===== config.mk =====
export PLATFORM = sky130hd
export DESIGN_NAME = tx_wr_pkt_to_bram
export DESIGN_NICKNAME = d
export VERILOG_FILES = /design/src/tx_dma_pkg.sv /design/src/cpl_beat_if.sv /design/src/rd_request_gen.sv /design/src/cpl_parser.sv /design/src/bram_writer.sv /design/src/commit_tracker.sv /design/src/tx_wr_pkt_to_bram.sv
export SDC_FILE = /design/constraint.sdc
export NUM_CORES = 1
export LEC_CHECK = 0
export BUFFER_PORTS_ARGS = -buffer_cell sky130_fd_sc_hd__buf_2
export CAP_MARGIN = 20
export CORE_ASPECT_RATIO = 1.4
export CORE_MARGIN = 3
export CORE_UTILIZATION = 60
export CTS_CLUSTER_DIAMETER = 60
export DETAILED_ROUTE_END_ITERATION = 7
export GPL_TIMING_DRIVEN = 0
export PLACE_DENSITY = 0.88
export RECOVER_POWER = 25
export SYNTH_ARGS = -nofsm -noshare
export SYNTH_HDL_FRONTEND = slang
export SYNTH_HIERARCHICAL = 1
export SYNTH_SLANG_ARGS = --single-unit
export TNS_END_PERCENT = 10

===== constraint.sdc =====
create_clock -name trn_clk -period 10.55 [get_ports trn_clk]
set_clock_uncertainty 0.1 [all_clocks]
set_input_delay 0.5275 -clock trn_clk [delete_from_list [all_inputs] [get_ports trn_clk]]
set_output_delay 0.5275 -clock trn_clk [all_outputs]
set_load 0.02 [all_outputs]

===== src/tx_dma_pkg.sv =====
// widths, limits, completion header fields and parser states for the tx dma receive path
`default_nettype none

package tx_dma_pkg;

    ///////////////////////////////////////////////////////////////////////
    // data and pointer types
    ///////////////////////////////////////////////////////////////////////
    typedef logic [63:0] qword_t;
    typedef logic [9:0]  buf_ptr_t;       // one bit over the 9-bit buffer address
    typedef logic [1:0]  tag_t;
    typedef logic [9:0]  req_qwords_t;
    typedef logic [31:0] page_qwords_t;
    typedef logic [2:0]  req_count_t;     // wraps, only differences matter

    ///////////////////////////////////////////////////////////////////////
    // limits
    ///////////////////////////////////////////////////////////////////////
    localparam int MAX_READ_QWORDS = 16;  // 128 bytes per read
    localparam int MAX_OUTSTANDING = 4;
    localparam int BUF_QWORDS      = 512;
    localparam int NUM_TAGS        = 2 ** $bits(tag_t);

    ///////////////////////////////////////////////////////////////////////
    // completion header fields
    ///////////////////////////////////////////////////////////////////////
    localparam logic [6:0] CPLD_FMT_TYPE = 7'b10_01010;  // 3dw header with data
    localparam logic [2:0] CPL_STATUS_SC = 3'b000;

    typedef enum logic [1:0] {
        ST_HEADER,     // waiting for start of frame
        ST_TAG,        // second header beat, carries first data dword
        ST_PAYLOAD,
        ST_DROP        // foreign tlp, skip to end of frame
    } cpl_state_e;

endpackage

`default_nettype wire


===== src/cpl_beat_if.sv =====
// payload beat interface from the parser and read issue interface from the request generator
`timescale 1ns/1ps
`default_nettype none

interface cpl_beat_if import tx_dma_pkg::*; ();
    logic   beat_valid;  // one strobe per qword
    tag_t   beat_tag;
    qword_t beat_data;
    logic   beat_first;
    logic   beat_last;

    modport driver (output beat_valid, beat_tag, beat_data, beat_first, beat_last);
    modport sink   (input  beat_valid, beat_tag, beat_data, beat_first, beat_last);
endinterface

interface req_issue_if import tx_dma_pkg::*; ();
    logic        issue;         // request acknowledged by the core
    tag_t        issue_tag;
    buf_ptr_t    issue_addr;    // buffer region reserved for it
    req_qwords_t issue_qwords;

    modport driver (output issue, issue_tag, issue_addr, issue_qwords);
    modport sink   (input  issue, issue_tag, issue_addr, issue_qwords);
endinterface

`default_nettype wire


===== src/rd_request_gen.sv =====
// read request generator splitting one host page under outstanding and buffer space limits
`timescale 1ns/1ps
`default_nettype none

module rd_request_gen
    import tx_dma_pkg::*;
#(
    parameter int MAX_READ_QWORDS = tx_dma_pkg::MAX_READ_QWORDS,
    parameter int MAX_OUTSTANDING = tx_dma_pkg::MAX_OUTSTANDING
) (
    input  logic         trn_clk,
    input  logic         reset,
    input  logic         huge_page_status,
    input  logic [63:0]  huge_page_addr,
    input  page_qwords_t huge_page_qwords,
    output logic         huge_page_free,
    output logic         read_chunk,
    output logic [63:0]  huge_page_addr_read_from,
    output req_qwords_t  qwords_to_rd,
    input  tag_t         tlp_tag,
    input  logic         read_chunk_ack,
    output logic         send_rd_completed,
    input  logic         send_rd_completed_ack,
    input  buf_ptr_t     commited_rd_addr,
    input  req_count_t   completed_count,
    req_issue_if.driver  issue
);

    logic         page_active;
    logic         page_start;
    logic         start_read;
    logic [63:0]  rd_addr;         // host address of next request
    page_qwords_t remaining;
    buf_ptr_t     next_wr_ptr;
    req_count_t   issued_count;
    req_count_t   outstanding;
    buf_ptr_t     free_space;
    req_qwords_t  chunk_qwords;

    assign chunk_qwords = (remaining < page_qwords_t'(MAX_READ_QWORDS)) ?
                          req_qwords_t'(remaining) : req_qwords_t'(MAX_READ_QWORDS);
    assign outstanding  = issued_count - completed_count;
    assign free_space   = buf_ptr_t'(BUF_QWORDS) - (next_wr_ptr - commited_rd_addr);
    assign page_start   = !page_active && huge_page_status && !send_rd_completed;
    assign start_read   = page_active && !read_chunk && (remaining != '0)
                          && (outstanding < MAX_OUTSTANDING) && (free_space >= chunk_qwords);

    ///////////////////////////////////////////////////////////////////////
    // request sequencing
    ///////////////////////////////////////////////////////////////////////
    always_ff @(posedge trn_clk) begin
        if (reset) begin
            page_active       <= 1'b0;
            read_chunk        <= 1'b0;
            send_rd_completed <= 1'b0;
            huge_page_free    <= 1'b0;
            issue.issue       <= 1'b0;
            next_wr_ptr       <= '0;
            issued_count      <= '0;
        end else begin
            huge_page_free <= 1'b0;
            issue.issue    <= 1'b0;
            if (send_rd_completed_ack) begin
                send_rd_completed <= 1'b0;
            end
            if (page_start) begin
                page_active <= 1'b1;
            end else if (read_chunk && read_chunk_ack) begin
                read_chunk   <= 1'b0;
                issue.issue  <= 1'b1;                     // one cycle after the ack
                next_wr_ptr  <= next_wr_ptr + qwords_to_rd;
                issued_count <= issued_count + 1'b1;
            end else if (page_active && !read_chunk && remaining == '0) begin
                page_active       <= 1'b0;                // whole page requested
                huge_page_free    <= 1'b1;
                send_rd_completed <= 1'b1;
            end else if (start_read) begin
                read_chunk <= 1'b1;
            end
        end
    end

    always_ff @(posedge trn_clk) begin
        if (page_start) begin
            rd_addr   <= huge_page_addr;
            remaining <= huge_page_qwords;
        end
        if (start_read) begin
            huge_page_addr_read_from <= rd_addr;
            qwords_to_rd             <= chunk_qwords;
        end
        if (read_chunk && read_chunk_ack) begin
            rd_addr            <= rd_addr + {qwords_to_rd, 3'b000};  // qwords to bytes
            remaining          <= remaining - qwords_to_rd;
            issue.issue_tag    <= tlp_tag;                           // tag valid with the ack
            issue.issue_addr   <= next_wr_ptr;
            issue.issue_qwords <= qwords_to_rd;
        end
    end

endmodule

`default_nettype wire


===== src/cpl_parser.sv =====
// completion parser with header checks, dword realignment and per-dword byte swap
`timescale 1ns/1ps
`default_nettype none

module cpl_parser
    import tx_dma_pkg::*;
(
    input  logic       trn_clk,
    input  logic       reset,
    input  qword_t     trn_rd,
    input  logic       trn_rsof_n,
    input  logic       trn_reof_n,
    input  logic       trn_rsrc_rdy_n,
    input  logic       trn_rdst_rdy_n,
    cpl_beat_if.driver beats
);

    cpl_state_e  state;
    logic        rx_beat;
    logic        hdr_ok;
    logic        first_pending;
    logic [31:0] dw_hold;        // low dword of previous beat

    function automatic logic [31:0] swap_dw(input logic [31:0] dw);
        return {dw[7:0], dw[15:8], dw[23:16], dw[31:24]};
    endfunction

    assign rx_beat = !trn_rsrc_rdy_n && !trn_rdst_rdy_n;
    assign hdr_ok  = (trn_rd[62:56] == CPLD_FMT_TYPE) && (trn_rd[15:13] == CPL_STATUS_SC)
                     && !trn_rd[32];                 // even dword count only

    always_ff @(posedge trn_clk) begin
        if (reset) begin
            state            <= ST_HEADER;
            beats.beat_valid <= 1'b0;
        end else begin
            beats.beat_valid <= 1'b0;
            if (rx_beat) begin
                case (state)
                    ST_HEADER: begin
                        if (!trn_rsof_n && trn_reof_n) begin
                            state <= hdr_ok ? ST_TAG : ST_DROP;
                        end
                    end
                    ST_TAG: begin
                        beats.beat_tag <= trn_rd[41:40];
                        dw_hold        <= trn_rd[31:0];  // first data dword
                        first_pending  <= 1'b1;
                        if (!trn_reof_n) begin
                            state <= ST_HEADER;
                        end else begin
                            state <= (trn_rd[47:42] == '0) ? ST_PAYLOAD : ST_DROP;
                        end
                    end
                    ST_PAYLOAD: begin
                        beats.beat_valid <= 1'b1;
                        beats.beat_data  <= {swap_dw(trn_rd[63:32]), swap_dw(dw_hold)};
                        beats.beat_first <= first_pending;
                        beats.beat_last  <= !trn_reof_n;
                        first_pending    <= 1'b0;
                        dw_hold          <= trn_rd[31:0];
                        if (!trn_reof_n) begin
                            state <= ST_HEADER;
                        end
                    end
                    default: begin                       // ST_DROP
                        if (!trn_reof_n) begin
                            state <= ST_HEADER;
                        end
                    end
                endcase
            end
        end
    end

endmodule

`default_nettype wire


===== src/bram_writer.sv =====
// buffer writer with per-tag write pointers and completion size counting
`timescale 1ns/1ps
`default_nettype none

module bram_writer
    import tx_dma_pkg::*;
(
    input  logic        trn_clk,
    input  logic        reset,
    cpl_beat_if.sink    beats,
    req_issue_if.sink   issue,
    output logic [8:0]  wr_addr,
    output qword_t      wr_data,
    output logic        wr_en,
    output logic        cpl_done,
    output tag_t        cpl_done_tag,
    output req_qwords_t cpl_done_qwords
);

    buf_ptr_t    wr_ptr [NUM_TAGS];   // next qword slot per tag
    req_qwords_t cpl_qwords;         // qwords of current completion
    tag_t        last_tag;
    logic        last_written;

    ///////////////////////////////////////////////////////////////////////
    // pointer table
    ///////////////////////////////////////////////////////////////////////
    always_ff @(posedge trn_clk) begin
        if (beats.beat_valid) begin
            wr_ptr[beats.beat_tag] <= wr_ptr[beats.beat_tag] + 1'b1;
        end
        if (issue.issue) begin
            wr_ptr[issue.issue_tag] <= issue.issue_addr;
        end
    end

    ///////////////////////////////////////////////////////////////////////
    // write port and done strobe
    ///////////////////////////////////////////////////////////////////////
    always_ff @(posedge trn_clk) begin
        if (reset) begin
            wr_en        <= 1'b0;
            last_written <= 1'b0;
            cpl_done     <= 1'b0;
        end else begin
            wr_en        <= beats.beat_valid;
            last_written <= beats.beat_valid && beats.beat_last;
            cpl_done     <= last_written;          // one cycle after last write
        end
    end

    always_ff @(posedge trn_clk) begin
        wr_addr         <= wr_ptr[beats.beat_tag][8:0];
        wr_data         <= beats.beat_data;
        cpl_done_tag    <= last_tag;
        cpl_done_qwords <= cpl_qwords;
        if (beats.beat_valid) begin
            cpl_qwords <= beats.beat_first ? req_qwords_t'(1) : cpl_qwords + 1'b1;
            last_tag   <= beats.beat_tag;
        end
    end

endmodule

`default_nettype wire


===== src/commit_tracker.sv =====
// per-tag request bookkeeping and in-order advance of the committed write address
`timescale 1ns/1ps
`default_nettype none

module commit_tracker
    import tx_dma_pkg::*;
#(
    parameter int MAX_OUTSTANDING = tx_dma_pkg::MAX_OUTSTANDING
) (
    input  logic        trn_clk,
    input  logic        reset,
    req_issue_if.sink   issue,
    input  logic        cpl_done,
    input  tag_t        cpl_done_tag,
    input  req_qwords_t cpl_done_qwords,
    output buf_ptr_t    commited_wr_addr,
    output req_count_t  completed_count
);

    buf_ptr_t      req_base [NUM_TAGS];
    req_qwords_t   req_size [NUM_TAGS];
    req_qwords_t   req_rcvd [NUM_TAGS];
    logic [NUM_TAGS-1:0] pending;
    tag_t          oldest;               // tags are handed out in order
    req_qwords_t   oldest_rcvd;
    logic          oldest_done;

    // include a completion landing this cycle
    assign oldest_rcvd = req_rcvd[oldest] +
                         ((cpl_done && cpl_done_tag == oldest) ? cpl_done_qwords : '0);
    assign oldest_done = pending[oldest] && (oldest_rcvd == req_size[oldest]);

    always_ff @(posedge trn_clk) begin
        if (cpl_done) begin
            req_rcvd[cpl_done_tag] <= req_rcvd[cpl_done_tag] + cpl_done_qwords;
        end
        if (issue.issue) begin
            req_base[issue.issue_tag] <= issue.issue_addr;
            req_size[issue.issue_tag] <= issue.issue_qwords;
            req_rcvd[issue.issue_tag] <= '0;
        end
    end

    ///////////////////////////////////////////////////////////////////////
    // in-order commit, one request per cycle
    ///////////////////////////////////////////////////////////////////////
    always_ff @(posedge trn_clk) begin
        if (reset) begin
            pending          <= '0;
            oldest           <= '0;
            completed_count  <= '0;
            commited_wr_addr <= '0;
        end else begin
            if (oldest_done) begin
                commited_wr_addr <= req_base[oldest] + req_size[oldest];
                pending[oldest]  <= 1'b0;
                oldest           <= (oldest == tag_t'(MAX_OUTSTANDING - 1)) ? '0 : oldest + 1'b1;
                completed_count  <= completed_count + 1'b1;
            end
            if (issue.issue) begin
                pending[issue.issue_tag] <= 1'b1;
            end
        end
    end

endmodule

`default_nettype wire


===== src/tx_wr_pkt_to_bram.sv =====
// top level of the tx dma receive path, completions into the transmit buffer
`timescale 1ns/1ps
`default_nettype none

module tx_wr_pkt_to_bram
    import tx_dma_pkg::*;
#(
    parameter int MAX_READ_QWORDS = tx_dma_pkg::MAX_READ_QWORDS,
    parameter int MAX_OUTSTANDING = tx_dma_pkg::MAX_OUTSTANDING
) (
    input  logic         trn_clk,
    input  logic         reset,
    input  qword_t       trn_rd,
    input  logic         trn_rsof_n,
    input  logic         trn_reof_n,
    input  logic         trn_rsrc_rdy_n,
    input  logic         trn_rdst_rdy_n,
    input  logic         huge_page_status,
    input  logic [63:0]  huge_page_addr,
    input  page_qwords_t huge_page_qwords,
    output logic         huge_page_free,
    output logic         read_chunk,
    output logic [63:0]  huge_page_addr_read_from,
    output req_qwords_t  qwords_to_rd,
    input  tag_t         tlp_tag,
    input  logic         read_chunk_ack,
    output logic         send_rd_completed,
    input  logic         send_rd_completed_ack,
    output logic [8:0]   wr_addr,
    output qword_t       wr_data,
    output logic         wr_en,
    input  buf_ptr_t     commited_rd_addr,
    output buf_ptr_t     commited_wr_addr
);

    cpl_beat_if  beats ();
    req_issue_if issue ();

    logic        cpl_done;
    tag_t        cpl_done_tag;
    req_qwords_t cpl_done_qwords;
    req_count_t  completed_count;

    rd_request_gen #(
        .MAX_READ_QWORDS (MAX_READ_QWORDS),
        .MAX_OUTSTANDING (MAX_OUTSTANDING)
    ) u_rd_request_gen (
        .trn_clk, .reset,
        .huge_page_status, .huge_page_addr, .huge_page_qwords, .huge_page_free,
        .read_chunk, .huge_page_addr_read_from, .qwords_to_rd, .tlp_tag, .read_chunk_ack,
        .send_rd_completed, .send_rd_completed_ack,
        .commited_rd_addr, .completed_count,
        .issue           (issue.driver)
    );

    cpl_parser u_cpl_parser (
        .trn_clk, .reset,
        .trn_rd, .trn_rsof_n, .trn_reof_n, .trn_rsrc_rdy_n, .trn_rdst_rdy_n,
        .beats           (beats.driver)
    );

    bram_writer u_bram_writer (
        .trn_clk, .reset,
        .beats           (beats.sink),
        .issue           (issue.sink),
        .wr_addr, .wr_data, .wr_en,
        .cpl_done, .cpl_done_tag, .cpl_done_qwords
    );

    commit_tracker #(
        .MAX_OUTSTANDING (MAX_OUTSTANDING)
    ) u_commit_tracker (
        .trn_clk, .reset,
        .issue           (issue.sink),
        .cpl_done, .cpl_done_tag, .cpl_done_qwords,
        .commited_wr_addr, .completed_count
    );

endmodule

`default_nettype wire


==> results.json <==
{
  "cp-start-kind": "flop",
  "portBuffers": 341,
  "layout_common_cells": "edfxtp_1 (421), buf_2 (327), nand2_1 (210)",
  "switching_share_pct": 25.3,
  "multi_input_area_um2": 9000,
  "cts_buffers": 54,
  "cpMostUsedCell": "clkbuf_1",
  "syn_avg_cell_area_um2": 12.9,
  "die-area_um2": 45200,
  "netlist_area_um2": 25600,
  "drt.antenna.violating_nets": 0,
  "crit_buf_inv": 4,
  "crit_path_end_kind": "flop",
  "clk_latency_ps": 590,
  "clock_path_buffers": 3,
  "yosys_warnings": 6,
  "whs_ps": 23.7,
  "final_max_slew_viol_count": 0,
  "layout_commonest_cell": "edfxtp_1",
  "layout-drive-gt1-share_pct": 20.8,
  "cts.sinks": 591,
  "nets": 2718,
  "worstReg2RegEnd": "u_commit_tracker/oldest[1]$_SDFFE_PP0N_",
  "slowest_stage": "clkbuf_1",
  "ys_ff_latch": 591,
  "rsz0062_at_grt": "no",
  "clkPwrFrac_pct": 37.5,
  "leakage_uw": 0.0113,
  "dominantRegCellSynth": "edfxtp_1",
  "fill_cells": 2664,
  "synth_edf_count": 421,
  "status": "complete, but fails checks",
  "criticalPathCategory": "flop to flop",
  "regArea_um2": 16000,
  "drtIter0Drc": 1947,
  "syn_inst": 1982,
  "reg2reg_depth": 14,
  "cts_resized": 0,
  "cp_top_family": "buffers and inverters",
  "p_int_uw": 3960,
  "max_stage_delay_ps": 670,
  "post_drt_wl_per_cell_um": 23.2,
  "crit_chain": "clkbuf_1 > clkbuf_1 > clkbuf_1 > mux4_2 > ha_1 > a211oi_1 > o21bai_1 > a21oi_1 > o21ai_0 > xnor2_1 > nor4_4 > buf_6 > mux2i_1 > nor2_1",
  "overflow": 0,
  "reg2reg_slack_ps": 5410,
  "grt_pass1_vias": 19200,
  "synthArstFlopShare_pct": 0,
  "seq_power_share_pct": 51.0,
  "rows": 88,
  "power_per_cell_area_nw_per_um2": 175,
  "irDropWorstVdd_uv": 175,
  "clock.fmax_ghz": 0.195,
  "ctsHoldBuffers": 44,
  "switching_power_uw": 1340,
  "coreArea_um2": 41600,
  "violations": "design-rule violations",
  "start_util_pct": 61.5,
  "final-setup-viol-count": 0,
  "synth_seq_area_share_pct": 62.7,
  "cts_tree": "yes",
  "hold_viol_final": 0,
  "vias": 18700,
  "antenna_found_initial": 13,
  "maxSlewHeadroom_pct": 29.3,
  "cts_root_buf": "clkbuf_16",
  "arrival_ps": 5470,
  "holdCritPathClass": "input port to flop",
  "post_drt_via_cell_ratio": 6.17,
  "track_usage_pct": 30.4,
  "power.combinational.fraction_pct": 11.5,
  "htree_levels": 2,
  "io_pins": 342,
  "crit_fanout": 10,
  "hold_start": "trn_rd[46]",
  "tightest_slew_ps": 1060,
  "required_ps": 10880,
  "finalCritPeriodShare_pct": 48.7,
  "post_cts_buffers": 0,
  "firstDrtPassIters": 8,
  "setup-tns-final_ps": 0,
  "max-cap-violations": 0,
  "min_delay_worst_endpoint": "u_cpl_parser/beats.beat_data[54]$_DFFE_PP_",
  "whs_path_depth": 1,
  "grt_pass1_wl_um": 108000,
  "syn_to_final_growth_pct": 18.5,
  "finalWirelength_um": 70200,
  "die_w_um": 181,
  "grt_max_degree": 67,
  "drcViolationCount": 19,
  "place_congestion": 0.946,
  "dp_hpwl_um": 48400,
  "synth_cell_types": 83,
  "die_h_um": 250,
  "min_period_ps": 5140,
  "cts.clk_slew.worst_paths_ps": 60
}
layout make-up:
type / count / share of cell area [%]
Timing Repair Buffer: 389 / 7.25
Clock buffer: 68 / 4.73
Multi-Input combinational cell: 1255 / 29.7
Tap cell: 540 / 2.23
Antenna cell: 4 / 0.0330
Sequential cell: 591 / 52.9
Buffer: 76 / 1.08
Clock inverter: 34 / 1.21
Inverter: 68 / 0.842
power groups by stage:
stage	clock (µW)	sequential, µW	combinational (µW)
global placement	0	2760	539
detailed placement	0	2750	574
global route	2090	2710	652
CTS	2000	2700	594
floorplan	0	2770	326
finish	1990	2700	607
sequential cells by signal (all words and copies together) (netlist names), 3 cells and up, named ones only:
signal / flops
u_commit_tracker/req_base: 40
u_commit_tracker/pending: 4
u_rd_request_gen/qwords_to_rd: 10
u_rd_request_gen/next_wr_ptr: 10
u_commit_tracker/completed_count: 3
u_commit_tracker/req_size: 40
u_bram_writer/wr_data: 64
u_rd_request_gen/issue.issue_qwords: 10
u_rd_request_gen/rd_addr: 64
u_cpl_parser/dw_hold: 32
u_rd_request_gen/remaining: 32
u_rd_request_gen/huge_page_addr_read_from: 64
u_bram_writer/cpl_qwords: 10
u_bram_writer/wr_ptr: 36
u_bram_writer/cpl_done_qwords: 10
u_cpl_parser/beats.beat_data: 64
u_commit_tracker/req_rcvd: 40
u_commit_tracker/commited_wr_addr: 10
u_rd_request_gen/issued_count: 3
u_bram_writer/wr_addr: 9
u_rd_request_gen/issue.issue_addr: 10
synthesized netlist by cell type (all sizes together), types with 18 or more instances:
| cell | count | area share (%) |
|---|---|---|
| nand3 | 35 | 0.75 |
| and3 | 18 | 0.45 |
| inv | 68 | 1.0 |
| a21oi | 94 | 1.9 |
| or3 | 31 | 0.88 |
| xnor2 | 99 | 3.4 |
| o21ai | 105 | 2.1 |
| a211oi | 19 | 0.60 |
| nand2 | 212 | 3.1 |
| clkbuf | 61 | 0.90 |
| xor2 | 21 | 0.72 |
| a31oi | 43 | 1.1 |
| ha | 95 | 4.6 |
| o31ai | 21 | 0.62 |
| nor2 | 124 | 1.8 |
| edfxtp | 421 | 49 |
| dfxtp | 170 | 13 |
| mux4 | 50 | 4.5 |
| nor4 | 26 | 0.96 |
| nor3 | 41 | 0.80 |
| and2 | 23 | 0.56 |
layer usage:
layer | global-route usage [%] | routed length (µm) | share of wire [%]
met2 | 54.4 | 36700 | 52
met4 | 15.0 | 3850 | 5.5
met3 | 6.71 | 6260 | 8.9
met5 | 0 | 82 | 0.12
met1 | 34.2 | 23300 | 33
per-stage QoR:
| stage | utilization, % | setup slack (ps) | instances | cell area (µm²) | power [µW] |
|---|---|---|---|---|---|
| after CTS | 72.9 | 5450 | 3021 | 30300 | 5290 |
| after floorplan | - | 4070 | 1990 | 25600 | 3100 |
| after detailed placement | 67.5 | 5510 | 2875 | 28100 | 3320 |
| after global placement | 67.3 | 2060 | 2871 | 28000 | 3300 |
| after global routing | 72.8 | 5150 | 3023 | 30300 | 5450 |
| final | 72.8 | 5410 | 3025 | 30300 | 5300 |
cells by family (layout without fill, tap and decap cells):
kind of cell / after synthesis / in the layout / synth area share [%]
adders and majority gates: 102 / 102 / 5.19
muxes: 63 / 63 / 5.00
and+or+nand+nor: 606 / 606 / 12.1
other: 2 / 14 / 0.0294
xor gates and xnor gates: 121 / 121 / 4.20
DFF: 591 / 591 / 62.7
buffers and inverters: 144 / 635 / 2.25
AOI/OAI and AO/OA: 353 / 353 / 8.50
worst max path at each step:
stage / startpoint / end / slack, ps / cells past startpoint
4_1_cts: flop / u_commit_tracker/oldest[1]$_SDFFE_PP0N_ / 5450 / 14
3_3_place_gp: commited_rd_addr[1] / u_rd_request_gen/huge_page_addr_read_from[50]$_DFFE_PP_ / 2060 / 18
5_1_grt: flop / u_commit_tracker/oldest[1]$_SDFFE_PP0N_ / 5150 / 14
2_1_floorplan: commited_rd_addr[1] / u_rd_request_gen/huge_page_addr_read_from[0]$_DFFE_PP_ / 4070 / 17
6_report: flop / u_commit_tracker/oldest[1]$_SDFFE_PP0N_ / 5410 / 14
3_5_place_dp: flop / flop / 5510 / 14
(Power assumes the default switching activity.)
